[src/cnn_pkg.sv]
// Convolution slice package with default widths, kernel sizes and shared enum types
package cnn_pkg;

    // ==================================================
    // Data widths
    // ==================================================
    // Unsigned input pixel
    parameter int CNN_I_F_BW = 8;
    // Signed kernel weight
    parameter int CNN_W_BW   = 8;
    // Nine 17-bit signed products fit in 21 bits
    parameter int CNN_AK_BW  = 21;
    // One extra bit for the sum over channels
    parameter int CNN_ACI_BW = 22;
    // Signed bias
    parameter int CNN_B_BW   = 16;
    // Unsigned output feature
    parameter int CNN_O_F_BW = 8;

    // ==================================================
    // Geometry
    // ==================================================
    parameter int CNN_KX     = 3;
    parameter int CNN_KY     = 3;
    parameter int CNN_CI     = 2;
    parameter int CNN_IMG_W  = 8;

    // Window buffer phase
    typedef enum logic {
        WIN_FILL   = 1'b0,
        WIN_STREAM = 1'b1
    } win_state_e;

    // Activation applied before saturation
    typedef enum logic {
        ACT_PASS = 1'b0,
        ACT_RELU = 1'b1
    } act_mode_e;

endpackage

[src/cnn_window_buf.sv]
// Window buffer: line memories and a shift window that turn a raster pixel stream into windows
`timescale 1ns/100ps
module cnn_window_buf #(
    parameter int I_F_BW = cnn_pkg::CNN_I_F_BW,
    parameter int KX     = cnn_pkg::CNN_KX,
    parameter int KY     = cnn_pkg::CNN_KY,
    parameter int IMG_W  = cnn_pkg::CNN_IMG_W
) (
    input  logic                      clk,
    input  logic                      reset_n,
    input  logic                      i_pix_valid,
    input  logic [I_F_BW-1:0]         i_pix,
    output logic                      o_win_valid,
    output logic [KX*KY*I_F_BW-1:0]   o_window
);

    localparam int COL_W = $clog2(IMG_W);
    localparam int ROW_W = (KY > 2) ? $clog2(KY) : 1;

    // ==================================================
    // Raster position and buffer state
    // ==================================================
    logic [COL_W-1:0]     r_col;
    logic [ROW_W-1:0]     r_row;
    cnn_pkg::win_state_e  r_state;
    logic                 w_row_end;
    logic                 w_win_fire;

    assign w_row_end  = (r_col == COL_W'(IMG_W - 1));
    assign w_win_fire = i_pix_valid && (r_state == cnn_pkg::WIN_STREAM)
                        && (r_col >= COL_W'(KX - 1));

    // Row count stops once the first KY-1 rows are stored
    always_ff @(posedge clk or negedge reset_n) begin
        if (!reset_n) begin
            r_col   <= '0;
            r_row   <= '0;
            r_state <= cnn_pkg::WIN_FILL;
        end else if (i_pix_valid) begin
            if (w_row_end) begin
                r_col <= '0;
                if (r_state == cnn_pkg::WIN_FILL) begin
                    if (r_row == ROW_W'(KY - 2)) begin
                        r_state <= cnn_pkg::WIN_STREAM;
                    end else begin
                        r_row <= r_row + 1'b1;
                    end
                end
            end else begin
                r_col <= r_col + 1'b1;
            end
        end
    end

    // ==================================================
    // Line memories
    // ==================================================
    // line_mem[0] holds the previous row, line_mem[KY-2] the oldest
    logic [I_F_BW-1:0] line_mem [KY-1][IMG_W];
    logic [I_F_BW-1:0] w_new_col [KY];

    always_ff @(posedge clk) begin
        if (i_pix_valid) begin
            line_mem[0][r_col] <= i_pix;
            for (int k = 1; k < KY - 1; k++) begin
                line_mem[k][r_col] <= line_mem[k-1][r_col];
            end
        end
    end

    // Column entering the window, top row first
    always_comb begin
        w_new_col[KY-1] = i_pix;
        for (int k = 0; k < KY - 1; k++) begin
            w_new_col[KY-2-k] = line_mem[k][r_col];
        end
    end

    // ==================================================
    // Shift window
    // ==================================================
    logic [I_F_BW-1:0] r_win [KY][KX];

    always_ff @(posedge clk or negedge reset_n) begin
        if (!reset_n) begin
            for (int ky = 0; ky < KY; ky++) begin
                for (int kx = 0; kx < KX; kx++) begin
                    r_win[ky][kx] <= '0;
                end
            end
        end else if (i_pix_valid) begin
            for (int ky = 0; ky < KY; ky++) begin
                for (int kx = 0; kx < KX - 1; kx++) begin
                    r_win[ky][kx] <= r_win[ky][kx+1];
                end
                r_win[ky][KX-1] <= w_new_col[ky];
            end
        end
    end

    always_ff @(posedge clk or negedge reset_n) begin
        if (!reset_n) begin
            o_win_valid <= 1'b0;
        end else begin
            o_win_valid <= w_win_fire;
        end
    end

    // Position ky*KX+kx, top left in the low bits
    genvar gy, gx;
    generate
        for (gy = 0; gy < KY; gy++) begin : gen_win_row
            for (gx = 0; gx < KX; gx++) begin : gen_win_col
                assign o_window[(gy*KX + gx)*I_F_BW +: I_F_BW] = r_win[gy][gx];
            end
        end
    endgenerate

endmodule

[src/cnn_kernel.sv]
// Kernel engine: signed multiply of one window by its weights and a two-stage adder tree
`timescale 1ns/100ps
module cnn_kernel #(
    parameter int KX     = cnn_pkg::CNN_KX,
    parameter int KY     = cnn_pkg::CNN_KY,
    parameter int I_F_BW = cnn_pkg::CNN_I_F_BW,
    parameter int W_BW   = cnn_pkg::CNN_W_BW,
    parameter int M_BW   = cnn_pkg::CNN_I_F_BW + cnn_pkg::CNN_W_BW + 1,
    parameter int AK_BW  = cnn_pkg::CNN_AK_BW
) (
    input  logic                       clk,
    input  logic                       reset_n,
    input  logic [KX*KY*W_BW-1:0]      i_cnn_weight,
    input  logic                       i_in_valid,
    input  logic [KX*KY*I_F_BW-1:0]    i_in_fmap,
    output logic                       o_ot_valid,
    output logic signed [AK_BW-1:0]    o_ot_kernel_acc
);

    localparam int TAPS  = KX * KY;
    localparam int PS_BW = M_BW + $clog2(KX);

    logic [1:0]               r_valid;
    logic signed [M_BW-1:0]   w_mul [TAPS];
    logic signed [M_BW-1:0]   r_mul [TAPS];
    logic signed [PS_BW-1:0]  w_row_sum [KY];
    logic signed [PS_BW-1:0]  r_row_sum [KY];
    logic signed [AK_BW-1:0]  w_total;

    // ==================================================
    // Multipliers
    // ==================================================
    // Pixel gets a zero sign bit
    genvar gt;
    generate
        for (gt = 0; gt < TAPS; gt++) begin : gen_mul
            assign w_mul[gt] = $signed({1'b0, i_in_fmap[gt*I_F_BW +: I_F_BW]})
                               * $signed(i_cnn_weight[gt*W_BW +: W_BW]);
        end
    endgenerate

    // ==================================================
    // Adder tree
    // ==================================================
    // One partial sum per window row
    always_comb begin
        for (int ky = 0; ky < KY; ky++) begin
            w_row_sum[ky] = '0;
            for (int kx = 0; kx < KX; kx++) begin
                w_row_sum[ky] = w_row_sum[ky] + PS_BW'(r_mul[ky*KX + kx]);
            end
        end
    end

    always_comb begin
        w_total = '0;
        for (int ky = 0; ky < KY; ky++) begin
            w_total = w_total + AK_BW'(r_row_sum[ky]);
        end
    end

    always_ff @(posedge clk or negedge reset_n) begin
        if (!reset_n) begin
            r_valid         <= '0;
            o_ot_kernel_acc <= '0;
            for (int t = 0; t < TAPS; t++) begin
                r_mul[t] <= '0;
            end
            for (int ky = 0; ky < KY; ky++) begin
                r_row_sum[ky] <= '0;
            end
        end else begin
            r_valid <= {r_valid[0], i_in_valid};
            if (i_in_valid) begin
                r_mul <= w_mul;
            end
            if (r_valid[0]) begin
                r_row_sum <= w_row_sum;
            end
            // Final sum lands one cycle behind the strobe
            if (r_valid[1]) begin
                o_ot_kernel_acc <= w_total;
            end
        end
    end

    // Early strobe, high after the partial sum edge
    assign o_ot_valid = r_valid[1];

endmodule

[src/cnn_acc_ci.sv]
// Channel accumulator: CI kernel engines on one window and the sum of their results
`timescale 1ns/100ps
module cnn_acc_ci #(
    parameter int I_F_BW = cnn_pkg::CNN_I_F_BW,
    parameter int KX     = cnn_pkg::CNN_KX,
    parameter int KY     = cnn_pkg::CNN_KY,
    parameter int W_BW   = cnn_pkg::CNN_W_BW,
    parameter int CI     = cnn_pkg::CNN_CI,
    parameter int AK_BW  = cnn_pkg::CNN_AK_BW,
    parameter int ACI_BW = cnn_pkg::CNN_ACI_BW
) (
    input  logic                          clk,
    input  logic                          reset_n,
    input  logic [CI*KX*KY*W_BW-1:0]      i_cnn_weight,
    input  logic                          i_in_valid,
    input  logic [KX*KY*I_F_BW-1:0]       i_window,
    output logic                          o_ot_valid,
    output logic signed [ACI_BW-1:0]      o_ot_ci_acc
);

    localparam int LATENCY = 4;
    localparam int CH_W_BW = KX * KY * W_BW;

    // ==================================================
    // Valid pipeline
    // ==================================================
    logic [LATENCY-1:0] r_valid;
    logic [CI-1:0]      w_kernel_valid;

    // Stage 2 waits for every kernel strobe
    always_ff @(posedge clk or negedge reset_n) begin
        if (!reset_n) begin
            r_valid <= '0;
        end else begin
            r_valid[0] <= i_in_valid;
            r_valid[1] <= r_valid[0];
            r_valid[2] <= r_valid[1] && (&w_kernel_valid);
            r_valid[3] <= r_valid[2];
        end
    end

    // ==================================================
    // Kernel engines
    // ==================================================
    logic signed [AK_BW-1:0] w_kernel_acc [CI];

    genvar gc;
    generate
        for (gc = 0; gc < CI; gc++) begin : gen_kernel
            logic [CH_W_BW-1:0] w_ch_weight;

            // Channel 0 sits in the low bits of the weight bus
            assign w_ch_weight = i_cnn_weight[gc*CH_W_BW +: CH_W_BW];

            cnn_kernel #(
                .KX     (KX),
                .KY     (KY),
                .I_F_BW (I_F_BW),
                .W_BW   (W_BW),
                .M_BW   (I_F_BW + W_BW + 1),
                .AK_BW  (AK_BW)
            ) u_kernel (
                .clk             (clk),
                .reset_n         (reset_n),
                .i_cnn_weight    (w_ch_weight),
                .i_in_valid      (i_in_valid),
                .i_in_fmap       (i_window),
                .o_ot_valid      (w_kernel_valid[gc]),
                .o_ot_kernel_acc (w_kernel_acc[gc])
            );
        end
    endgenerate

    // ==================================================
    // Channel sum
    // ==================================================
    // Same summing path for any CI, so the latency stays at four
    logic signed [ACI_BW-1:0] w_ci_sum;

    always_comb begin
        w_ci_sum = '0;
        for (int c = 0; c < CI; c++) begin
            w_ci_sum = w_ci_sum + {{(ACI_BW - AK_BW){w_kernel_acc[c][AK_BW-1]}},
                                   w_kernel_acc[c]};
        end
    end

    // Kernel sums are stable while stage 2 is high
    always_ff @(posedge clk or negedge reset_n) begin
        if (!reset_n) begin
            o_ot_ci_acc <= '0;
        end else if (r_valid[2]) begin
            o_ot_ci_acc <= w_ci_sum;
        end
    end

    assign o_ot_valid = r_valid[LATENCY-1];

endmodule

[src/cnn_act_out.sv]
// Output stage: bias add, optional ReLU and saturation to an unsigned feature value
`timescale 1ns/100ps
module cnn_act_out #(
    parameter int ACI_BW = cnn_pkg::CNN_ACI_BW,
    parameter int B_BW   = cnn_pkg::CNN_B_BW,
    parameter int O_F_BW = cnn_pkg::CNN_O_F_BW
) (
    input  logic                      clk,
    input  logic                      reset_n,
    input  logic                      i_in_valid,
    input  logic signed [ACI_BW-1:0]  i_acc,
    input  logic signed [B_BW-1:0]    i_bias,
    input  cnn_pkg::act_mode_e        i_act_mode,
    output logic                      o_fmap_valid,
    output logic [O_F_BW-1:0]         o_fmap
);

    // One guard bit above the wider operand
    localparam int SUM_BW = ((ACI_BW > B_BW) ? ACI_BW : B_BW) + 1;

    logic signed [SUM_BW-1:0] w_sum;
    logic signed [SUM_BW-1:0] w_act;
    logic [O_F_BW-1:0]        w_sat;

    // ==================================================
    // Bias and activation
    // ==================================================
    assign w_sum = {{(SUM_BW - ACI_BW){i_acc[ACI_BW-1]}}, i_acc}
                 + {{(SUM_BW - B_BW){i_bias[B_BW-1]}}, i_bias};

    assign w_act = ((i_act_mode == cnn_pkg::ACT_RELU) && w_sum[SUM_BW-1]) ? '0 : w_sum;

    // Clamp to 0 .. 2^O_F_BW-1, negatives end at 0 in either mode
    always_comb begin
        if (w_act[SUM_BW-1]) begin
            w_sat = '0;
        end else if (|w_act[SUM_BW-2:O_F_BW]) begin
            w_sat = '1;
        end else begin
            w_sat = w_act[O_F_BW-1:0];
        end
    end

    always_ff @(posedge clk or negedge reset_n) begin
        if (!reset_n) begin
            o_fmap_valid <= 1'b0;
            o_fmap       <= '0;
        end else begin
            o_fmap_valid <= i_in_valid;
            if (i_in_valid) begin
                o_fmap <= w_sat;
            end
        end
    end

endmodule

[src/cnn_conv_top.sv]
// Convolution slice top: window buffer, channel accumulator and output stage in a chain
`timescale 1ns/100ps
module cnn_conv_top (
    input  logic                                       clk,
    input  logic                                       reset_n,
    input  logic                                       i_pix_valid,
    input  logic [cnn_pkg::CNN_I_F_BW-1:0]             i_pix,
    input  logic [cnn_pkg::CNN_CI*cnn_pkg::CNN_KX*cnn_pkg::CNN_KY*cnn_pkg::CNN_W_BW-1:0]
                                                       i_cnn_weight,
    input  logic signed [cnn_pkg::CNN_B_BW-1:0]        i_bias,
    input  cnn_pkg::act_mode_e                         i_act_mode,
    output logic                                       o_fmap_valid,
    output logic [cnn_pkg::CNN_O_F_BW-1:0]             o_fmap
);

    localparam int I_F_BW = cnn_pkg::CNN_I_F_BW;
    localparam int KX     = cnn_pkg::CNN_KX;
    localparam int KY     = cnn_pkg::CNN_KY;
    localparam int ACI_BW = cnn_pkg::CNN_ACI_BW;

    // ==================================================
    // Stage links
    // ==================================================
    logic                          w_win_valid;
    logic [KX*KY*I_F_BW-1:0]       w_window;
    logic                          w_acc_valid;
    logic signed [ACI_BW-1:0]      w_acc;

    cnn_window_buf #(
        .I_F_BW (I_F_BW),
        .KX     (KX),
        .KY     (KY),
        .IMG_W  (cnn_pkg::CNN_IMG_W)
    ) u_window_buf (
        .clk         (clk),
        .reset_n     (reset_n),
        .i_pix_valid (i_pix_valid),
        .i_pix       (i_pix),
        .o_win_valid (w_win_valid),
        .o_window    (w_window)
    );

    // Four cycles from window to channel sum
    cnn_acc_ci #(
        .I_F_BW (I_F_BW),
        .KX     (KX),
        .KY     (KY),
        .W_BW   (cnn_pkg::CNN_W_BW),
        .CI     (cnn_pkg::CNN_CI),
        .AK_BW  (cnn_pkg::CNN_AK_BW),
        .ACI_BW (ACI_BW)
    ) u_acc_ci (
        .clk          (clk),
        .reset_n      (reset_n),
        .i_cnn_weight (i_cnn_weight),
        .i_in_valid   (w_win_valid),
        .i_window     (w_window),
        .o_ot_valid   (w_acc_valid),
        .o_ot_ci_acc  (w_acc)
    );

    cnn_act_out #(
        .ACI_BW (ACI_BW),
        .B_BW   (cnn_pkg::CNN_B_BW),
        .O_F_BW (cnn_pkg::CNN_O_F_BW)
    ) u_act_out (
        .clk          (clk),
        .reset_n      (reset_n),
        .i_in_valid   (w_acc_valid),
        .i_acc        (w_acc),
        .i_bias       (i_bias),
        .i_act_mode   (i_act_mode),
        .o_fmap_valid (o_fmap_valid),
        .o_fmap       (o_fmap)
    );

endmodule

[config.mk]
export PLATFORM = sky130hd
export DESIGN_NAME = cnn_conv_top
export DESIGN_NICKNAME = d
export VERILOG_FILES = /design/src/cnn_pkg.sv /design/src/cnn_window_buf.sv /design/src/cnn_kernel.sv /design/src/cnn_acc_ci.sv /design/src/cnn_act_out.sv /design/src/cnn_conv_top.sv
export SDC_FILE = /design/constraint.sdc
export NUM_CORES = 2
export LEC_CHECK = 0
export BUFFER_PORTS_ARGS = -buffer_cell sky130_fd_sc_hd__buf_2
export CORE_UTILIZATION = 50
export DETAILED_ROUTE_END_ITERATION = 7
export PLACE_DENSITY = 0.66
export SYNTH_ARGS = -nofsm -noshare
export SYNTH_HDL_FRONTEND = slang
export SYNTH_SLANG_ARGS = --single-unit
[constraint.sdc]
create_clock -name clk -period 13.38 [get_ports clk]
set_clock_uncertainty 0.15 [all_clocks]
set_input_delay 2.007 -clock clk [delete_from_list [all_inputs] [get_ports clk]]
set_output_delay 2.007 -clock clk [all_outputs]
set_load 0.05 [all_outputs]
* After elaboration in Yosys (flattened, before gate mapping)
Memory sizes are Yosys's and may differ from the RTL's. Cells that the tools add are included.
Cells by class: order comparisons 3, bitwise logic cells 3, reductions and logical operators 9, $mul 18, add/subtract/negate cells 20, eq/ne operators 2, multiplexer cells 16
Operator list (number):
- multiplier 9 x 8 -> 17 bit | 18
- adder 18 x 17 -> 19 bit | 6
- adder 17 x 17 -> 18 bit | 6
- two-way mux 64 bit | 1
- two-way mux 8 bit | 7
- binary-select mux 8 bit (select 3 bit) | 2
- adder 20 x 19 -> 21 bit | 2
- adder 19 x 19 -> 20 bit | 2
- demux 8 bit (select 3 bit) | 1
- adder 22 x 16 -> 23 bit | 1
- two-way mux 23 bit | 1
- adder 21 x 21 -> 22 bit | 1
- OR reduction 14 bit | 1
- logical AND 1 bit | 5
- greater-or-equal comparator 4 bit, second input constant | 1
- less-than comparator 4 x 1 -> 1 bit, second input constant | 1
- NOT 3 -> 4 bit | 1
- AND reduction 2 bit | 2
- AND reduction 4 bit | 1
- adder 3 x 1 -> 3 bit, second input constant | 1
- == test 3 bit, second input constant | 1
- greater-or-equal comparator 3 x 2 -> 1 bit, second input constant | 1
- two-way mux 1 bit | 3
- two-way mux 3 bit | 1
- other kinds (3) | 4
Storage, ports and cells: flip-flop bits (word level) 580, RAM bits 128, logic and storage cells 117, memories kept 1
Memories:
- u_window_buf.line_mem | depth 2, width 64, read ports 2, clocked after Yosys merged registers in 0, wr ports 2, RTL line cnn_window_buf.sv:59 | logic [I_F_BW-1:0] line_mem [KY-1][IMG_W];

* Depth between registers and ports, before layout
depth in word-level cells 6, depth in mapped cells 22

* Modules after synthesis
From an unflattened synthesis, not the netlist that was laid out.
Second synthesis, totals: cells, all modules 7710, area, all modules 77434.3 um^2
Modules (own cells, without submodules):
- cnn_kernel at u_acc_ci.gen_kernel[1].u_kernel | area an instance 33004.2 um^2, cells each 3444, times used 1
- cnn_kernel at u_acc_ci.gen_kernel[0].u_kernel | area an instance 32738.9 um^2, cells each 3361, times used 1
- cnn_window_buf | area an instance 8080.2 um^2, cells each 492, times used 1
- cnn_acc_ci | area an instance 1946.9 um^2, cells each 201, times used 1
- cnn_act_out | area an instance 1664.1 um^2, cells each 212, times used 1

* Least setup slack after synthesis
Ideal clock, no wire load.
path kind input-to-reg, from input port i_cnn_weight[10] (netlist bit), to register u_acc_ci.gen_kernel[0].u_kernel.r_mul[135] (netlist bit), cell stages on the path 18, required time 13.148 ns, arrival time 6.086 ns, buffers on the path 0, setup slack 7.062 ns, path through and2_1 -> fa_1 -> inv_1 -> fa_1 -> inv_1 -> fa_1 -> inv_1 -> fa_1 -> inv_1 -> ha_1 -> o21ai_0 -> a21boi_0 -> o21ai_0 -> a21boi_0 -> o2111a_1 -> nor3_1 -> or3_1 -> a31oi_1
Between the ends: longest elaborated chain between the ends 1
Ends and longest elaborated chain:
- start, declared | RTL line cnn_conv_top.sv:9 | i_cnn_weight,
- multiplier 9 x 8 -> 17 bit | RTL line cnn_kernel.sv:38 | * $signed(i_cnn_weight[gt*W_BW +: W_BW]);
- end signal, assigned | RTL line cnn_kernel.sv:75 | r_mul <= w_mul;
- end, declared | RTL line cnn_kernel.sv:25 | logic signed [M_BW-1:0] r_mul [TAPS];
Every way passes these cells. A chain may end at the register's enable or synchronous reset.

* Final worst setup path
from input port i_cnn_weight[10] (netlist bit), to register u_acc_ci.gen_kernel[0].u_kernel.r_mul[133] (netlist bit)
Same word-level chain as after synthesis.

==> results list <==
- The flow ran to the end, and the final reports show no timing, DRC or antenna violations.
- Router iterations before antenna repair: 7
- Die area: 152000 sq um
- Averaged over all synthesized cells, the footprint is 10.1 sq um.
* Critical Path RT: between 10000 and 15000 ps
- Critical-path maximum fanout: 8
- Clock tree from TritonCTS: built
- Synthesis warning total: 0
- The die is 390 um tall.
- DR WL/cell: 18.5 um
- For the final routed database, the setup TNS stands at 0 ps.
- The worst setup path is captured at a register.
- Initial drt markers: 2589
- Prevailing post-synth register cell: sky130_fd_sc_hd__dfrtp_1
* Floorplan Core Area: 150000 sq um
- After clock tree synthesis, the clock-pin slew on the worst setup and hold paths is 60 ps.
- Library cell used as clock root buffer: sky130_fd_sc_hd__clkbuf_16
- The number of global-route vias before repair was roughly 54000.
* Detail Route Antenna Nets: 0
* Worst-Skew Late Latency: 680 ps
* Netlist area before placement: about 75000 sq um
- After detailed routing, the total wire length is 179 mm.
- Final count of negative-setup-slack endpoints: 0
* Count of final max-slew check failures: 0
* Number of hold-repair buffers added at the cts stage: 0
- Max-capacitance violation count: 0
- Clk sink count: 704
- Layout Cells excl Fill: 9657
* Distinct cell type count of the synthesized netlist: 73
* Maximum buffer depth of the clock tree: 3
* Achievable Freq: 0.158 GHz
- Total track usage: between 20% and 30%
- The number of failing hold endpoints at the final stage came to 0.
- Data on the critical path arrives at its endpoint at 6760 ps.
- Category of the worst setup path launch point: input port
* Setup bufs post-CTS: 0
* Type of the worst setup path: input port to register
* Post-Place Cell Area: slightly below 80000 sq um
* Hold WC Path Type: register to register
- Slew at the pin closest to its max-slew limit: 1120 ps
- The initial antenna violation count is 16.
- Total grt overflow: 0
- At the end of routability-driven placement, the weighted congestion stood at 0.901.
* Cell area after layout: 81300 sq um
- DRC violation count after routing: 0
- The initial utilization of the core area, before any placement, comes to around 50%.
- 181 I/O pins were placed.
- Detailed placement finished with a half-perimeter wire length of 142 mm.
- Number of standard cells after synthesis: 7449
* Final cycle utilization of the critical path: 47.2%
* Total of flip-flops plus latches after synthesis: around 700
* Inserted Clock Buffers: 82
- P&R area growth vs syn: 7.79%
* DIE WIDTH: 390 um
- Max_slew headroom: 25.4%
* Placed insts: 9493
* Post-CTS sizing: 0
- Count of port buffers added during placement: 179
* H-tree levels: 3
- Commonest cells after routing, fill and taps aside: sky130_fd_sc_hd__inv_1, sky130_fd_sc_hd__ha_1, sky130_fd_sc_hd__fa_1
- Unrepaired setup endpoints after global routing: false
- Net count reported at finish: 9510
- Most common cell after layout, fill and taps aside: sky130_fd_sc_hd__inv_1
- Pin count of the biggest net entering global routing: 178
* Cell Rows: roughly 140
- Wire length of the first global-routing pass: 293 mm
* Layout cells sized above 1: approximately a tenth
* EDFF count, synth: ~130
- Shortest period the worst path allows: 6310 ps
* Synthesized Nets: between 9000 and 10000
- For this run, asynchronously set or reset flops after synthesis account for 81.8%.
- Detailed routing inserted a total of roughly 52000 vias.
- Via density per instance: 5.40
- Sequential cell area fraction in the yosys report: about a quarter
[per-stage QoR]
step | setup WS (ps) | util (%) | hold WS (ps)
detailed placement | 6400 | 52.4 | 328
floorplan | 7060 | - | 202
global placement | 6450 | 52.4 | 312
CTS | 7060 | 54.2 | 313
global route | 6770 | 54.2 | 313
finish | 7070 | 54.3 | 320
[path summary, 6_finish.rpt]
| path | cells after the start | slack (ps) | start | to |
|---|---|---|---|---|
| setup / recovery | 19 | 7070 | i_cnn_weight[10] | u_acc_ci.gen_kernel[0].u_kernel.r_mul[133] |
| hold / removal | 0 | 320 | u_acc_ci.r_valid[3] | u_act_out.o_fmap_valid |
| setup reg to reg | 17 | 7780 | u_window_buf.o_window[37] | u_acc_ci.gen_kernel[1].u_kernel.r_mul[84] |
| hold reg to reg | 0 | 320 | u_acc_ci.r_valid[3] | u_act_out.o_fmap_valid |
| max in group asynchronous | 3 | 9500 | reset_n | u_acc_ci.gen_kernel[0].u_kernel.r_mul[76] |
| min in group asynchronous | 1 | 1160 | reset_n | u_window_buf.o_window[61] |
[logic make-up (layout without fill, tap and decap cells)]
group / after synthesis / after routing / synth area share, %
and+or+nand+nor: 2042 / 2042 / 13.8
adders and majority gates: 1777 / 1777 / 37.6
buffers and inverters: 1344 / 1523 / 6.69
AOI/OAI and AO/OA: 902 / 902 / 7.94
DFF: 704 / 704 / 24.2
muxes: 405 / 405 / 6.52
xor gates and xnor gates: 275 / 275 / 3.19
other: 0 / 13 / 0
[cell type report]
cell class | instances | area, sq um
inverter | 1165 | 4380
multi-input combinational | 5401 | 52100
clock buffer | 105 | 2250
clock inverter | 46 | 559
timing repair buffer | 207 | 1130
fill | 13200 | 68500
tap | 2016 | 2520
sequential | 704 | 18300
antenna | 13 | 32.5
[sequential cells by signal (all words and copies together), names as in the netlist]
signal                                        cells
u_acc_ci.gen_kernel.u_kernel.r_mul              306
u_window_buf.line_mem                           128
u_acc_ci.gen_kernel.u_kernel.r_row_sum          114
u_window_buf.o_window                            72
u_acc_ci.gen_kernel.u_kernel.o_ot_kernel_acc     42
u_acc_ci.o_ot_ci_acc                             22
u_act_out.o_fmap                                  8
u_acc_ci.r_valid                                  4
u_window_buf.r_col                                3
u_window_buf.r_row                                2
u_act_out.o_fmap_valid                            1
u_window_buf.o_win_valid                          1
u_window_buf.r_state                              1
[layer usage]
layer	wire, um	share of wire [%]	global-route usage, %	vias to the layer above
li1	-	-	-	24700
met1	76400	43	31.2	26300
met2	90500	51	43.0	931
met3	6160	3.4	2.05	261
met4	5940	3.3	7.61	0
met5	0	0	0	-
[cell usage after synthesis (all sizes together) (6+ instances only)]
master,instances,area (sq um)
a31oi,52,325
o21ai,221,1110
buf,14,52.6
o41ai,24,210
a21boi,39,293
clkbuf,165,619
nand2,536,2010
nor2,325,1220
a211o,8,70.1
a21oi,170,855
nand3b,8,60.1
a211oi,10,75.1
and3,34,213
mux2,366,4120
xnor2,188,1650
ha,961,12000
o21a,55,413
or2,12,75.1
o2111ai,18,158
a22o,6,52.6
or3,60,375
nor2b,51,319
and2,722,4520
o2111a,16,180
o21bai,19,143
mux4,32,721
nand2b,71,444
nand3,83,415
o211ai,14,105
nor4,6,37.5
mux2i,7,70.1
o31ai,47,353
fa,816,16300
a221o,9,90.1
inv,1163,4370
nand4,6,37.5
a2111oi,8,88.8
nor3,113,566
dfrtp,576,14400
edfxtp,128,3840
xor2,87,762
a21o,142,1070
[worst max-delay path, stage by stage]
cell and delay [ps]:
sky130_fd_sc_hd__buf_2 160, sky130_fd_sc_hd__and2_1 190, sky130_fd_sc_hd__fa_1 530, sky130_fd_sc_hd__inv_1 50, sky130_fd_sc_hd__fa_1 540, sky130_fd_sc_hd__inv_1 50
sky130_fd_sc_hd__fa_1 470, sky130_fd_sc_hd__inv_1 60, sky130_fd_sc_hd__fa_1 490, sky130_fd_sc_hd__inv_1 50, sky130_fd_sc_hd__ha_1 310, sky130_fd_sc_hd__o21ai_0 130
sky130_fd_sc_hd__a21boi_0 320, sky130_fd_sc_hd__o21ai_0 160, sky130_fd_sc_hd__a21boi_0 370, sky130_fd_sc_hd__o2111a_1 250, sky130_fd_sc_hd__nor3_1 60, sky130_fd_sc_hd__xnor2_1 330
sky130_fd_sc_hd__mux2_2 220
Power is not shown: default switching activity piles up to over one toggle a cycle in this logic, so the estimate is an artifact.
